<file path="src/common/lc3b_types.sv">
package lc3b_types;

// basic widths
typedef logic [15:0] lc3b_word;
typedef logic [2:0]  lc3b_reg;
typedef logic [2:0]  lc3b_nzp;
typedef logic [3:0]  lc3b_opcode;
typedef logic [1:0]  lc3b_aluop;

// opcodes of the supported subset
localparam lc3b_opcode op_br  = 4'b0000;
localparam lc3b_opcode op_add = 4'b0001;
localparam lc3b_opcode op_and = 4'b0101;
localparam lc3b_opcode op_ldr = 4'b0110;
localparam lc3b_opcode op_str = 4'b0111;
localparam lc3b_opcode op_not = 4'b1001;
localparam lc3b_opcode op_jmp = 4'b1100;

// alu operations
localparam lc3b_aluop alu_add  = 2'b00;
localparam lc3b_aluop alu_and  = 2'b01;
localparam lc3b_aluop alu_not  = 2'b10;
localparam lc3b_aluop alu_pass = 2'b11;

typedef struct packed {
    lc3b_opcode opcode;
    lc3b_aluop  aluop;
    // 0 picks sr2 data, 1 picks the immediate
    logic       sr2mux_sel;
    logic       load_regfile;
    logic       load_cc;
    logic       mem_read;
    logic       mem_write;
    // 0 picks alu result, 1 picks memory data
    logic       regfilemux_sel;
    logic       br;
    logic       jmp;
} lc3b_control_word;

typedef struct packed {
    logic     valid;
    lc3b_word pc;
    lc3b_word instruction;
} if_id_t;

typedef struct packed {
    logic             valid;
    lc3b_control_word ctrl;
    lc3b_word         pc;
    lc3b_reg          dest;
    lc3b_word         sr1_data;
    lc3b_word         sr2_data;
    lc3b_word         imm;
    lc3b_word         offset;
} id_ex_t;

typedef struct packed {
    logic             valid;
    lc3b_control_word ctrl;
    lc3b_reg          dest;
    lc3b_word         alu;
    lc3b_word         pc_br;
    lc3b_word         sr1_data;
    lc3b_word         store_data;
    lc3b_nzp          nzp;
} ex_mem_t;

typedef struct packed {
    logic             valid;
    lc3b_control_word ctrl;
    lc3b_reg          dest;
    lc3b_word         value;
} mem_wb_t;

endpackage : lc3b_types

</file>
<file path="src/datapath/fetch_stage.sv">
module fetch_stage #(
    parameter lc3b_types::lc3b_word start_pc = 16'h0000
) (
    input  logic                 clk,
    input  logic                 rst_n,
    input  logic                 stall,
    input  logic                 br_en,
    input  logic                 jmp,
    input  lc3b_types::lc3b_word pc_br,
    input  lc3b_types::lc3b_word sr1_data,
    input  logic                 resp_a,
    input  lc3b_types::lc3b_word rdata_a,
    output logic                 read_a,
    output lc3b_types::lc3b_word address_a,
    output lc3b_types::if_id_t   if_out
);
    import lc3b_types::*;

    // hold keeps an instruction that arrived while port B was busy
    typedef enum logic [1:0] {
        f_idle,
        f_req,
        f_hold
    } fetch_state_t;

    fetch_state_t state;
    lc3b_word     pc;
    lc3b_word     pc_plus2;
    lc3b_word     pc_next;
    lc3b_word     inst_buf;

    assign pc_plus2  = pc + 16'd2;
    assign read_a    = (state == f_req);
    assign address_a = pc;

    // redirect from the memory stage wins over sequential fetch
    always_comb begin
        if (br_en) begin
            pc_next = pc_br;
        end else if (jmp) begin
            pc_next = sr1_data;
        end else begin
            pc_next = pc_plus2;
        end
    end

    always_comb begin
        if_out.valid       = (state == f_hold) | ((state == f_req) & resp_a);
        if_out.pc          = pc_plus2;
        if_out.instruction = (state == f_hold) ? inst_buf : rdata_a;
    end

    always_ff @(posedge clk or negedge rst_n) begin
        if (!rst_n) begin
            state <= f_idle;
            pc    <= start_pc;
        end else begin
            case (state)
                f_idle: state <= f_req;
                f_req: begin
                    if (!stall) begin
                        pc <= pc_next;
                    end else if (resp_a) begin
                        state <= f_hold;
                    end
                end
                f_hold: begin
                    if (!stall) begin
                        pc    <= pc_next;
                        state <= f_req;
                    end
                end
                default: state <= f_idle;
            endcase
        end
    end

    always_ff @(posedge clk) begin
        if ((state == f_req) && resp_a) begin
            inst_buf <= rdata_a;
        end
    end

endmodule : fetch_stage

</file>
<file path="src/datapath/decode_stage.sv">
module decode_stage (
    input  lc3b_types::if_id_t   if_in,
    input  lc3b_types::lc3b_word sr1_data,
    input  lc3b_types::lc3b_word sr2_data,
    output lc3b_types::lc3b_reg  sr1,
    output lc3b_types::lc3b_reg  sr2,
    output lc3b_types::id_ex_t   id_out
);
    import lc3b_types::*;

    lc3b_opcode       opcode;
    lc3b_control_word ctrl;
    logic             is_mem;
    lc3b_word         imm5_sext;
    lc3b_word         off6_sext;
    lc3b_word         off9_sext;

    assign opcode = if_in.instruction[15:12];
    assign is_mem = (opcode == op_ldr) || (opcode == op_str);

    // base register and first alu source share bits 8:6
    assign sr1 = if_in.instruction[8:6];
    // STR reads its source register from the dest field
    assign sr2 = (opcode == op_str) ? if_in.instruction[11:9] : if_in.instruction[2:0];

    assign imm5_sext = {{11{if_in.instruction[4]}}, if_in.instruction[4:0]};
    assign off6_sext = {{10{if_in.instruction[5]}}, if_in.instruction[5:0]};
    assign off9_sext = {{7{if_in.instruction[8]}}, if_in.instruction[8:0]};

    // a bubble or an unknown opcode becomes a NOP
    always_comb begin
        ctrl        = '0;
        ctrl.opcode = opcode;
        ctrl.aluop  = alu_pass;
        case (opcode)
            op_add, op_and: begin
                ctrl.aluop        = (opcode == op_add) ? alu_add : alu_and;
                ctrl.sr2mux_sel   = if_in.instruction[5];
                ctrl.load_regfile = 1'b1;
                ctrl.load_cc      = 1'b1;
            end
            op_not: begin
                ctrl.aluop        = alu_not;
                ctrl.load_regfile = 1'b1;
                ctrl.load_cc      = 1'b1;
            end
            op_ldr: begin
                ctrl.aluop          = alu_add;
                ctrl.sr2mux_sel     = 1'b1;
                ctrl.mem_read       = 1'b1;
                ctrl.load_regfile   = 1'b1;
                ctrl.load_cc        = 1'b1;
                ctrl.regfilemux_sel = 1'b1;
            end
            op_str: begin
                ctrl.aluop      = alu_add;
                ctrl.sr2mux_sel = 1'b1;
                ctrl.mem_write  = 1'b1;
            end
            op_br:  ctrl.br = 1'b1;
            op_jmp: ctrl.jmp = 1'b1;
            default: ctrl.opcode = op_br;
        endcase
        if (!if_in.valid) begin
            ctrl        = '0;
            ctrl.opcode = op_br;
            ctrl.aluop  = alu_pass;
        end
    end

    always_comb begin
        id_out.valid    = if_in.valid;
        id_out.ctrl     = ctrl;
        id_out.pc       = if_in.pc;
        id_out.dest     = if_in.instruction[11:9];
        id_out.sr1_data = sr1_data;
        id_out.sr2_data = sr2_data;
        id_out.imm      = is_mem ? off6_sext : imm5_sext;
        id_out.offset   = off9_sext;
    end

endmodule : decode_stage

</file>
<file path="src/datapath/regfile.sv">
module regfile (
    input  logic                 clk,
    input  logic                 rst_n,
    input  logic                 load,
    input  lc3b_types::lc3b_reg  dest,
    input  lc3b_types::lc3b_word data,
    input  lc3b_types::lc3b_reg  sr1,
    input  lc3b_types::lc3b_reg  sr2,
    output lc3b_types::lc3b_word sr1_data,
    output lc3b_types::lc3b_word sr2_data
);
    import lc3b_types::*;

    lc3b_word regs [8];

    always_ff @(posedge clk or negedge rst_n) begin
        if (!rst_n) begin
            for (int i = 0; i < 8; i++) begin
                regs[i] <= '0;
            end
        end else if (load) begin
            regs[dest] <= data;
        end
    end

    // write-through so decode sees a value retiring this cycle
    assign sr1_data = (load && (dest == sr1)) ? data : regs[sr1];
    assign sr2_data = (load && (dest == sr2)) ? data : regs[sr2];

endmodule : regfile

</file>
<file path="src/datapath/execute_stage.sv">
module execute_stage (
    input  lc3b_types::id_ex_t  id_in,
    output lc3b_types::ex_mem_t ex_out
);
    import lc3b_types::*;

    logic     scale;
    lc3b_word operand_b;
    lc3b_word alu_out;

    // LDR and STR offsets count words
    assign scale = (id_in.ctrl.opcode == op_ldr) || (id_in.ctrl.opcode == op_str);

    always_comb begin
        if (!id_in.ctrl.sr2mux_sel) begin
            operand_b = id_in.sr2_data;
        end else if (scale) begin
            operand_b = {id_in.imm[14:0], 1'b0};
        end else begin
            operand_b = id_in.imm;
        end
    end

    always_comb begin
        case (id_in.ctrl.aluop)
            alu_add: alu_out = id_in.sr1_data + operand_b;
            alu_and: alu_out = id_in.sr1_data & operand_b;
            alu_not: alu_out = ~id_in.sr1_data;
            default: alu_out = id_in.sr1_data;
        endcase
    end

    always_comb begin
        ex_out.valid      = id_in.valid;
        ex_out.ctrl       = id_in.ctrl;
        ex_out.dest       = id_in.dest;
        ex_out.alu        = alu_out;
        // pc is already pc + 2 here
        ex_out.pc_br      = id_in.pc + {id_in.offset[14:0], 1'b0};
        ex_out.sr1_data   = id_in.sr1_data;
        ex_out.store_data = id_in.sr2_data;
        ex_out.nzp        = id_in.dest;
    end

endmodule : execute_stage

</file>
<file path="src/datapath/memory_stage.sv">
module memory_stage (
    input  logic                 clk,
    input  logic                 rst_n,
    input  logic                 stall,
    input  lc3b_types::ex_mem_t  ex_in,
    input  logic                 resp_b,
    input  lc3b_types::lc3b_word rdata_b,
    output logic                 read_b,
    output logic                 write_b,
    output lc3b_types::lc3b_word address_b,
    output lc3b_types::lc3b_word wdata_b,
    output logic                 br_en,
    output lc3b_types::mem_wb_t  wb_out
);
    import lc3b_types::*;

    // set once port B has answered but the pipeline is still held
    logic     done;
    lc3b_word data_buf;
    lc3b_word mem_data;
    lc3b_word wb_value;
    lc3b_nzp  cc;
    lc3b_nzp  cc_next;

    assign read_b    = ex_in.valid & ex_in.ctrl.mem_read & ~done;
    assign write_b   = ex_in.valid & ex_in.ctrl.mem_write & ~done;
    assign address_b = ex_in.alu;
    assign wdata_b   = ex_in.store_data;

    assign mem_data = done ? data_buf : rdata_b;
    assign wb_value = ex_in.ctrl.regfilemux_sel ? mem_data : ex_in.alu;

    always_comb begin
        if (wb_value[15]) begin
            cc_next = 3'b100;
        end else if (wb_value == '0) begin
            cc_next = 3'b010;
        end else begin
            cc_next = 3'b001;
        end
    end

    assign br_en = ex_in.valid & ex_in.ctrl.br & (|(ex_in.nzp & cc));

    always_ff @(posedge clk or negedge rst_n) begin
        if (!rst_n) begin
            done <= 1'b0;
            cc   <= 3'b010;
        end else if (!stall) begin
            done <= 1'b0;
            if (ex_in.valid && ex_in.ctrl.load_cc) begin
                cc <= cc_next;
            end
        end else if (resp_b) begin
            done <= 1'b1;
        end
    end

    always_ff @(posedge clk) begin
        if (resp_b) begin
            data_buf <= rdata_b;
        end
    end

    always_comb begin
        wb_out.valid = ex_in.valid;
        wb_out.ctrl  = ex_in.ctrl;
        wb_out.dest  = ex_in.dest;
        wb_out.value = wb_value;
    end

endmodule : memory_stage

</file>
<file path="src/hdl/cpu_datapath.sv">
module cpu_datapath #(
    parameter lc3b_types::lc3b_word start_pc = 16'h0000
) (
    input  logic                 clk,
    input  logic                 rst_n,

    // port A for instruction reads
    input  logic                 resp_a,
    input  lc3b_types::lc3b_word rdata_a,
    output logic                 read_a,
    output lc3b_types::lc3b_word address_a,

    // port B for data
    input  logic                 resp_b,
    input  lc3b_types::lc3b_word rdata_b,
    output logic                 read_b,
    output logic                 write_b,
    output lc3b_types::lc3b_word address_b,
    output lc3b_types::lc3b_word wdata_b
);
    import lc3b_types::*;

    logic     stall;
    logic     br_en;
    logic     load_regfile;
    lc3b_reg  sr1;
    lc3b_reg  sr2;
    lc3b_word sr1_data;
    lc3b_word sr2_data;

    // combinational stage outputs
    if_id_t   if_stage;
    id_ex_t   id_stage;
    ex_mem_t  ex_stage;
    mem_wb_t  mem_stage;

    // pipeline registers
    if_id_t   if_id;
    id_ex_t   id_ex;
    ex_mem_t  ex_mem;
    mem_wb_t  mem_wb;

    // any port still waiting for resp freezes the whole pipe
    assign stall = (read_a & ~resp_a) | ((read_b | write_b) & ~resp_b);

    assign load_regfile = mem_wb.valid & mem_wb.ctrl.load_regfile;

    always_ff @(posedge clk or negedge rst_n) begin
        if (!rst_n) begin
            if_id  <= '0;
            id_ex  <= '0;
            ex_mem <= '0;
            mem_wb <= '0;
        end else if (!stall) begin
            if_id  <= if_stage;
            id_ex  <= id_stage;
            ex_mem <= ex_stage;
            mem_wb <= mem_stage;
        end
    end

    fetch_stage #(
        .start_pc(start_pc)
    ) fetch_stage_i (
        .clk(clk),
        .rst_n(rst_n),
        .stall(stall),
        .br_en(br_en),
        .jmp(ex_mem.ctrl.jmp),
        .pc_br(ex_mem.pc_br),
        .sr1_data(ex_mem.sr1_data),
        .resp_a(resp_a),
        .rdata_a(rdata_a),
        .read_a(read_a),
        .address_a(address_a),
        .if_out(if_stage)
    );

    decode_stage decode_stage_i (
        .if_in(if_id),
        .sr1_data(sr1_data),
        .sr2_data(sr2_data),
        .sr1(sr1),
        .sr2(sr2),
        .id_out(id_stage)
    );

    // written from the writeback register
    regfile regfile_i (
        .clk(clk),
        .rst_n(rst_n),
        .load(load_regfile),
        .dest(mem_wb.dest),
        .data(mem_wb.value),
        .sr1(sr1),
        .sr2(sr2),
        .sr1_data(sr1_data),
        .sr2_data(sr2_data)
    );

    execute_stage execute_stage_i (
        .id_in(id_ex),
        .ex_out(ex_stage)
    );

    memory_stage memory_stage_i (
        .clk(clk),
        .rst_n(rst_n),
        .stall(stall),
        .ex_in(ex_mem),
        .resp_b(resp_b),
        .rdata_b(rdata_b),
        .read_b(read_b),
        .write_b(write_b),
        .address_b(address_b),
        .wdata_b(wdata_b),
        .br_en(br_en),
        .wb_out(mem_stage)
    );

endmodule : cpu_datapath

</file>
<file path="config.mk">
export PLATFORM = sky130hd
export DESIGN_NAME = cpu_datapath
export DESIGN_NICKNAME = d
export VERILOG_FILES = /design/src/common/lc3b_types.sv /design/src/datapath/fetch_stage.sv /design/src/datapath/decode_stage.sv /design/src/datapath/regfile.sv /design/src/datapath/execute_stage.sv /design/src/datapath/memory_stage.sv /design/src/hdl/cpu_datapath.sv
export SDC_FILE = /design/constraint.sdc
export NUM_CORES = 1
export LEC_CHECK = 0
export ABC_AREA = 1
export BUFFER_PORTS_ARGS = -buffer_cell sky130_fd_sc_hd__clkbuf_2
export CELL_PAD_IN_SITES_DETAIL_PLACEMENT = 1
export CELL_PAD_IN_SITES_GLOBAL_PLACEMENT = 1
export CORE_AREA = 2 2 209 252
export CTS_BUF_LIST = sky130_fd_sc_hd__clkbuf_4 sky130_fd_sc_hd__clkbuf_8 sky130_fd_sc_hd__clkbuf_16
export DETAILED_ROUTE_END_ITERATION = 16
export DIE_AREA = 0 0 211 254
export GPL_TIMING_DRIVEN = 0
export PLACE_DENSITY_LB_ADDON = 0.1
export SYNTH_ARGS = -nofsm -noshare
export SYNTH_HDL_FRONTEND = slang
export SYNTH_SLANG_ARGS = --single-unit
</file>
<file path="constraint.sdc">
create_clock -name clk -period 2.6 [get_ports clk]
set_input_delay 0.52 -clock clk [delete_from_list [all_inputs] [get_ports clk]]
set_output_delay 0.52 -clock clk [all_outputs]
set_load 0.01 [all_outputs]
</file>
==> out/metrics.csv <==
stage,metric,value,unit
outcome,status,"complete, but fails checks",
outcome,violations,negative setup slack,
floorplan,io_pins,87,
synth,synth_flop_cell,dfrtp_1,
floorplan,die_area,53600,sq um
synth,synth_area_per_cell,7.72,sq um
setup_path,cp_top_family,simple AND/OR/NAND/NOR gates,
cells_and_area,drive_gt1_frac,0.131,
floorplan,coreArea,51100,sq um
cells_and_area,diodes,0,
worst_hold_path,worstHoldPathCells,1,
timing,slew_headroom,0.390,
synth,ys_ff_latch,382,
timing,period_needed,2.63,ns
detailed_routing,ant_nets,0,
setup_path,cp_num_cells,15,
global_route,grt_pass1_wl,122,mm
global_route,antenna_found_initial,1,
synth,synth_edf_count,32,
timing,grt_setup_unrepaired,yes,
synth,ys_async_sr_fraction,0.916,
setup_path,critPathArrivalTime,3.10,ns
cells_and_area,nFillCells,6318,
timing,worstMarginPinSlew,0.915,ns
synth,syn_inst,2630,
detailed_routing,firstDrtPassIters,5,
detailed_routing,vias,19157,
detailed_routing,drc,0,
timing,whs,0.122,ns
global_route,global_route.usage.total,0.303,
global_route,grt_pass1_vias,20456,
run,maxCapViolations,0,
setup_path,critPathMaxStageDelay,0.43,ns
setup_path,critPathBufInv,3,
setup_path,rrSetupSlack,-0.03,ns
setup_path,crit_path_end_kind,flip-flop,
place,port_buffers,86,
synth,ys_types,49,
timing,setup_slack,-0.0262,ns
detailed_routing,drt-total-wl,80.1,mm
cells_and_area,multi_input_area,9120,sq um
floorplan,start_util,0.397,
setup_path,cp_data_required_time,3.07,ns
timing,setup_viol,3,
setup_path,critPathKind,reg2reg,
cts,cts.sinks,382,
timing,hold_viol,0,
power_and_ir_drop,peakVddDrop,0.000540,V
synth,syn-num-nets,2703,
timing,fmax,381,MHz
synth,syn-cell-area,20300,sq um
floorplan,die_h,254,um
setup_path,reg2reg_depth,15,
power_and_ir_drop,p_leak,11.0,nW
cts,cts.path.max_buffers,3,
timing,fin_setup_tns,-0.0489,ns
global_route,grt_max_degree,108,
cts,cts_tree,done,
cts,cts_root_buf,clkbuf_16,
worst_hold_path,hold_class,in2reg,
place,dp_hpwl,62.3,mm
cts,cts_made_buffers,43,
cells_and_area,area_delta_synth_final,16.0,%
power_and_ir_drop,power_density,1460,nW/um^2
timing,clock_skew,0.0222,ns
floorplan,die_w,211,um
setup_path,critPathLaunchType,flip-flop,
cts,cts_max_level,2,
setup_path,worstPathMaxFanout,4,
cts,clk_latency,0.59,ns
cts,clkTransAtPathRegs,0.06,ns
detailed_routing,avgRoutedWirePerCell,23.2,um
detailed_routing,drt_iter0_drc,1027,
synth,ys_seq_area_frac,0.479,
synth,yosysWarnings,0,
setup_path,path_cells,"buf_4, nor3_4, buf_4, o21ai_4, o21ai_1, ha_1, nand2_2, inv_1, a21oi_2, nand2_2, or2_2, nand3_1, o211ai_1, nand2_1, nand2_1",
detailed_routing,vias_per_cell,5.54,
place,place.gp.congestion,0.913,
cells_and_area,layout.nets,2852,
floorplan,std_cell_rows,91,
setup_path,critPathSlowestCell,dfrtp_2,
timing,fin_crit_sh,1.01,
timing,report.final.slew_viol_count,0,
global_route,grt-ovfl-total,0,
cells_and_area,register_area,9720,sq um
## cells by family (layout without fill, tap and decap cells)
logic type,Yosys count,in the layout,share of synthesized area
fa+ha+maj,37,37,0.0235
buf+inv,416,592,0.0873
simple gates,1180,1181,0.243
compound gates,597,597,0.159
xor+xnor,18,18,0.00777
flops,382,382,0.479
## state kept, by name, indices dropped and copies added (netlist names)
name,count
ex_mem,73
fetch_stage_i.address_a,16
fetch_stage_i.inst_buf,16
fetch_stage_i.state,2
id_ex,73
if_id,33
mem_wb,21
memory_stage_i.cc,3
memory_stage_i.data_buf,16
memory_stage_i.done,1
regfile_i.regs,128
## path summary, 6_finish.rpt
path / from / endpoint
min in group asynchronous: rst_n / id_ex[81]
min: rdata_b[14] / memory_stage_i.data_buf[14]
max in group asynchronous: rst_n / regfile_i.regs[7]
max: id_ex[96] / ex_mem[58]
max reg2reg: id_ex[96] / ex_mem[58]
min reg2reg: if_id[26] / id_ex[77]
## placed cells by master (no fill, tap or decap), types with 12 or more instances in the layout
cell type,instances
nand2_1,706
o21ai_0,366
dfrtp_1,347
nand3_1,236
inv_1,229
nor2_1,155
clkbuf_2,89
a21oi_1,84
clkbuf_1,76
buf_2,53
buf_4,46
clkbuf_16,46
o22ai_1,36
edfxtp_1,32
ha_1,31
a31oi_1,27
nand2_2,19
xor2_1,13
nand3_2,13
o21ai_1,12
a21oi_2,12
a22oi_1,12
## cell usage after synthesis (all sizes together) (7+ instances only)
cell type | count | area, sq um
a21oi | 96 | 507
inv | 237 | 890
o211ai | 9 | 67.6
edfxtp | 32 | 961
nand2 | 732 | 2800
a22oi | 12 | 90.1
nor3 | 12 | 60.1
nor2 | 162 | 658
nand4 | 8 | 50.1
o22ai | 38 | 238
xor2 | 13 | 114
nand3b | 7 | 52.6
nand3 | 250 | 1260
a31oi | 27 | 169
dfrtp | 349 | 8730
a221oi | 8 | 70.1
o21ai | 388 | 1950
clkbuf | 83 | 312
ha | 35 | 438
buf | 90 | 549
## per-stage QoR
stage,cell area (sq um),power [mW],setup WS [ns],utilization,instances
after floorplan,20300,20.6,0.0240,-,2630
after global placement,21600,26.7,-6.92,0.422,3367
after detailed placement,21600,27.2,-0.605,0.423,3370
after CTS,23300,34.0,0.00927,0.455,3450
after global routing,23500,36.8,-0.141,0.461,3458
final,23500,34.4,-0.0262,0.461,3458
## routing by layer
layer	wire, um	global-route usage
met5	0	0
met1	32000	0.354
met3	2800	0.0347
met2	41000	0.547
met4	4270	0.158
## worst reg2reg max path, delay by kind of cell, from the launching register on
family	cells	cell delay [ns]
DFF	1	0.43
AOI/OAI and AO/OA	4	0.41
buffers and inverters	3	0.37
and+or+nand+nor	7	0.99
adders and majority gates	1	0.31
## cell type report
class | count | share of cell area
flip-flops and latches | 382 | 0.413
clock inverters | 9 | 0.00542
inverters | 243 | 0.0393
clock buffers | 64 | 0.0565
multi-input cells | 1833 | 0.387
well taps | 651 | 0.0346
repair buffers | 104 | 0.0274
plain buffers | 172 | 0.0368
## power by group
| group | internal (mW) | switching, mW | leakage [nW] | total [mW] |
|---|---|---|---|---|
| Sequential | 8.41 | 2.14 | 4.76 | 10.5 |
| Clock | 3.82 | 2.58 | 0.722 | 6.40 |
| Combinational | 5.66 | 11.8 | 5.51 | 17.4 |
## repair_timing
action | in CTS | in global routing
setup buffers | 5 | 9
cloned | 1 | 0
setup endpoints to repair | 29 | 44
gates resized for setup | 47 | 55
hold buffers | 1 | 0
endpoints found under the hold margin | 44 | 0
pin swaps | 6 | 29
Power figures use the tool's default switching activity.
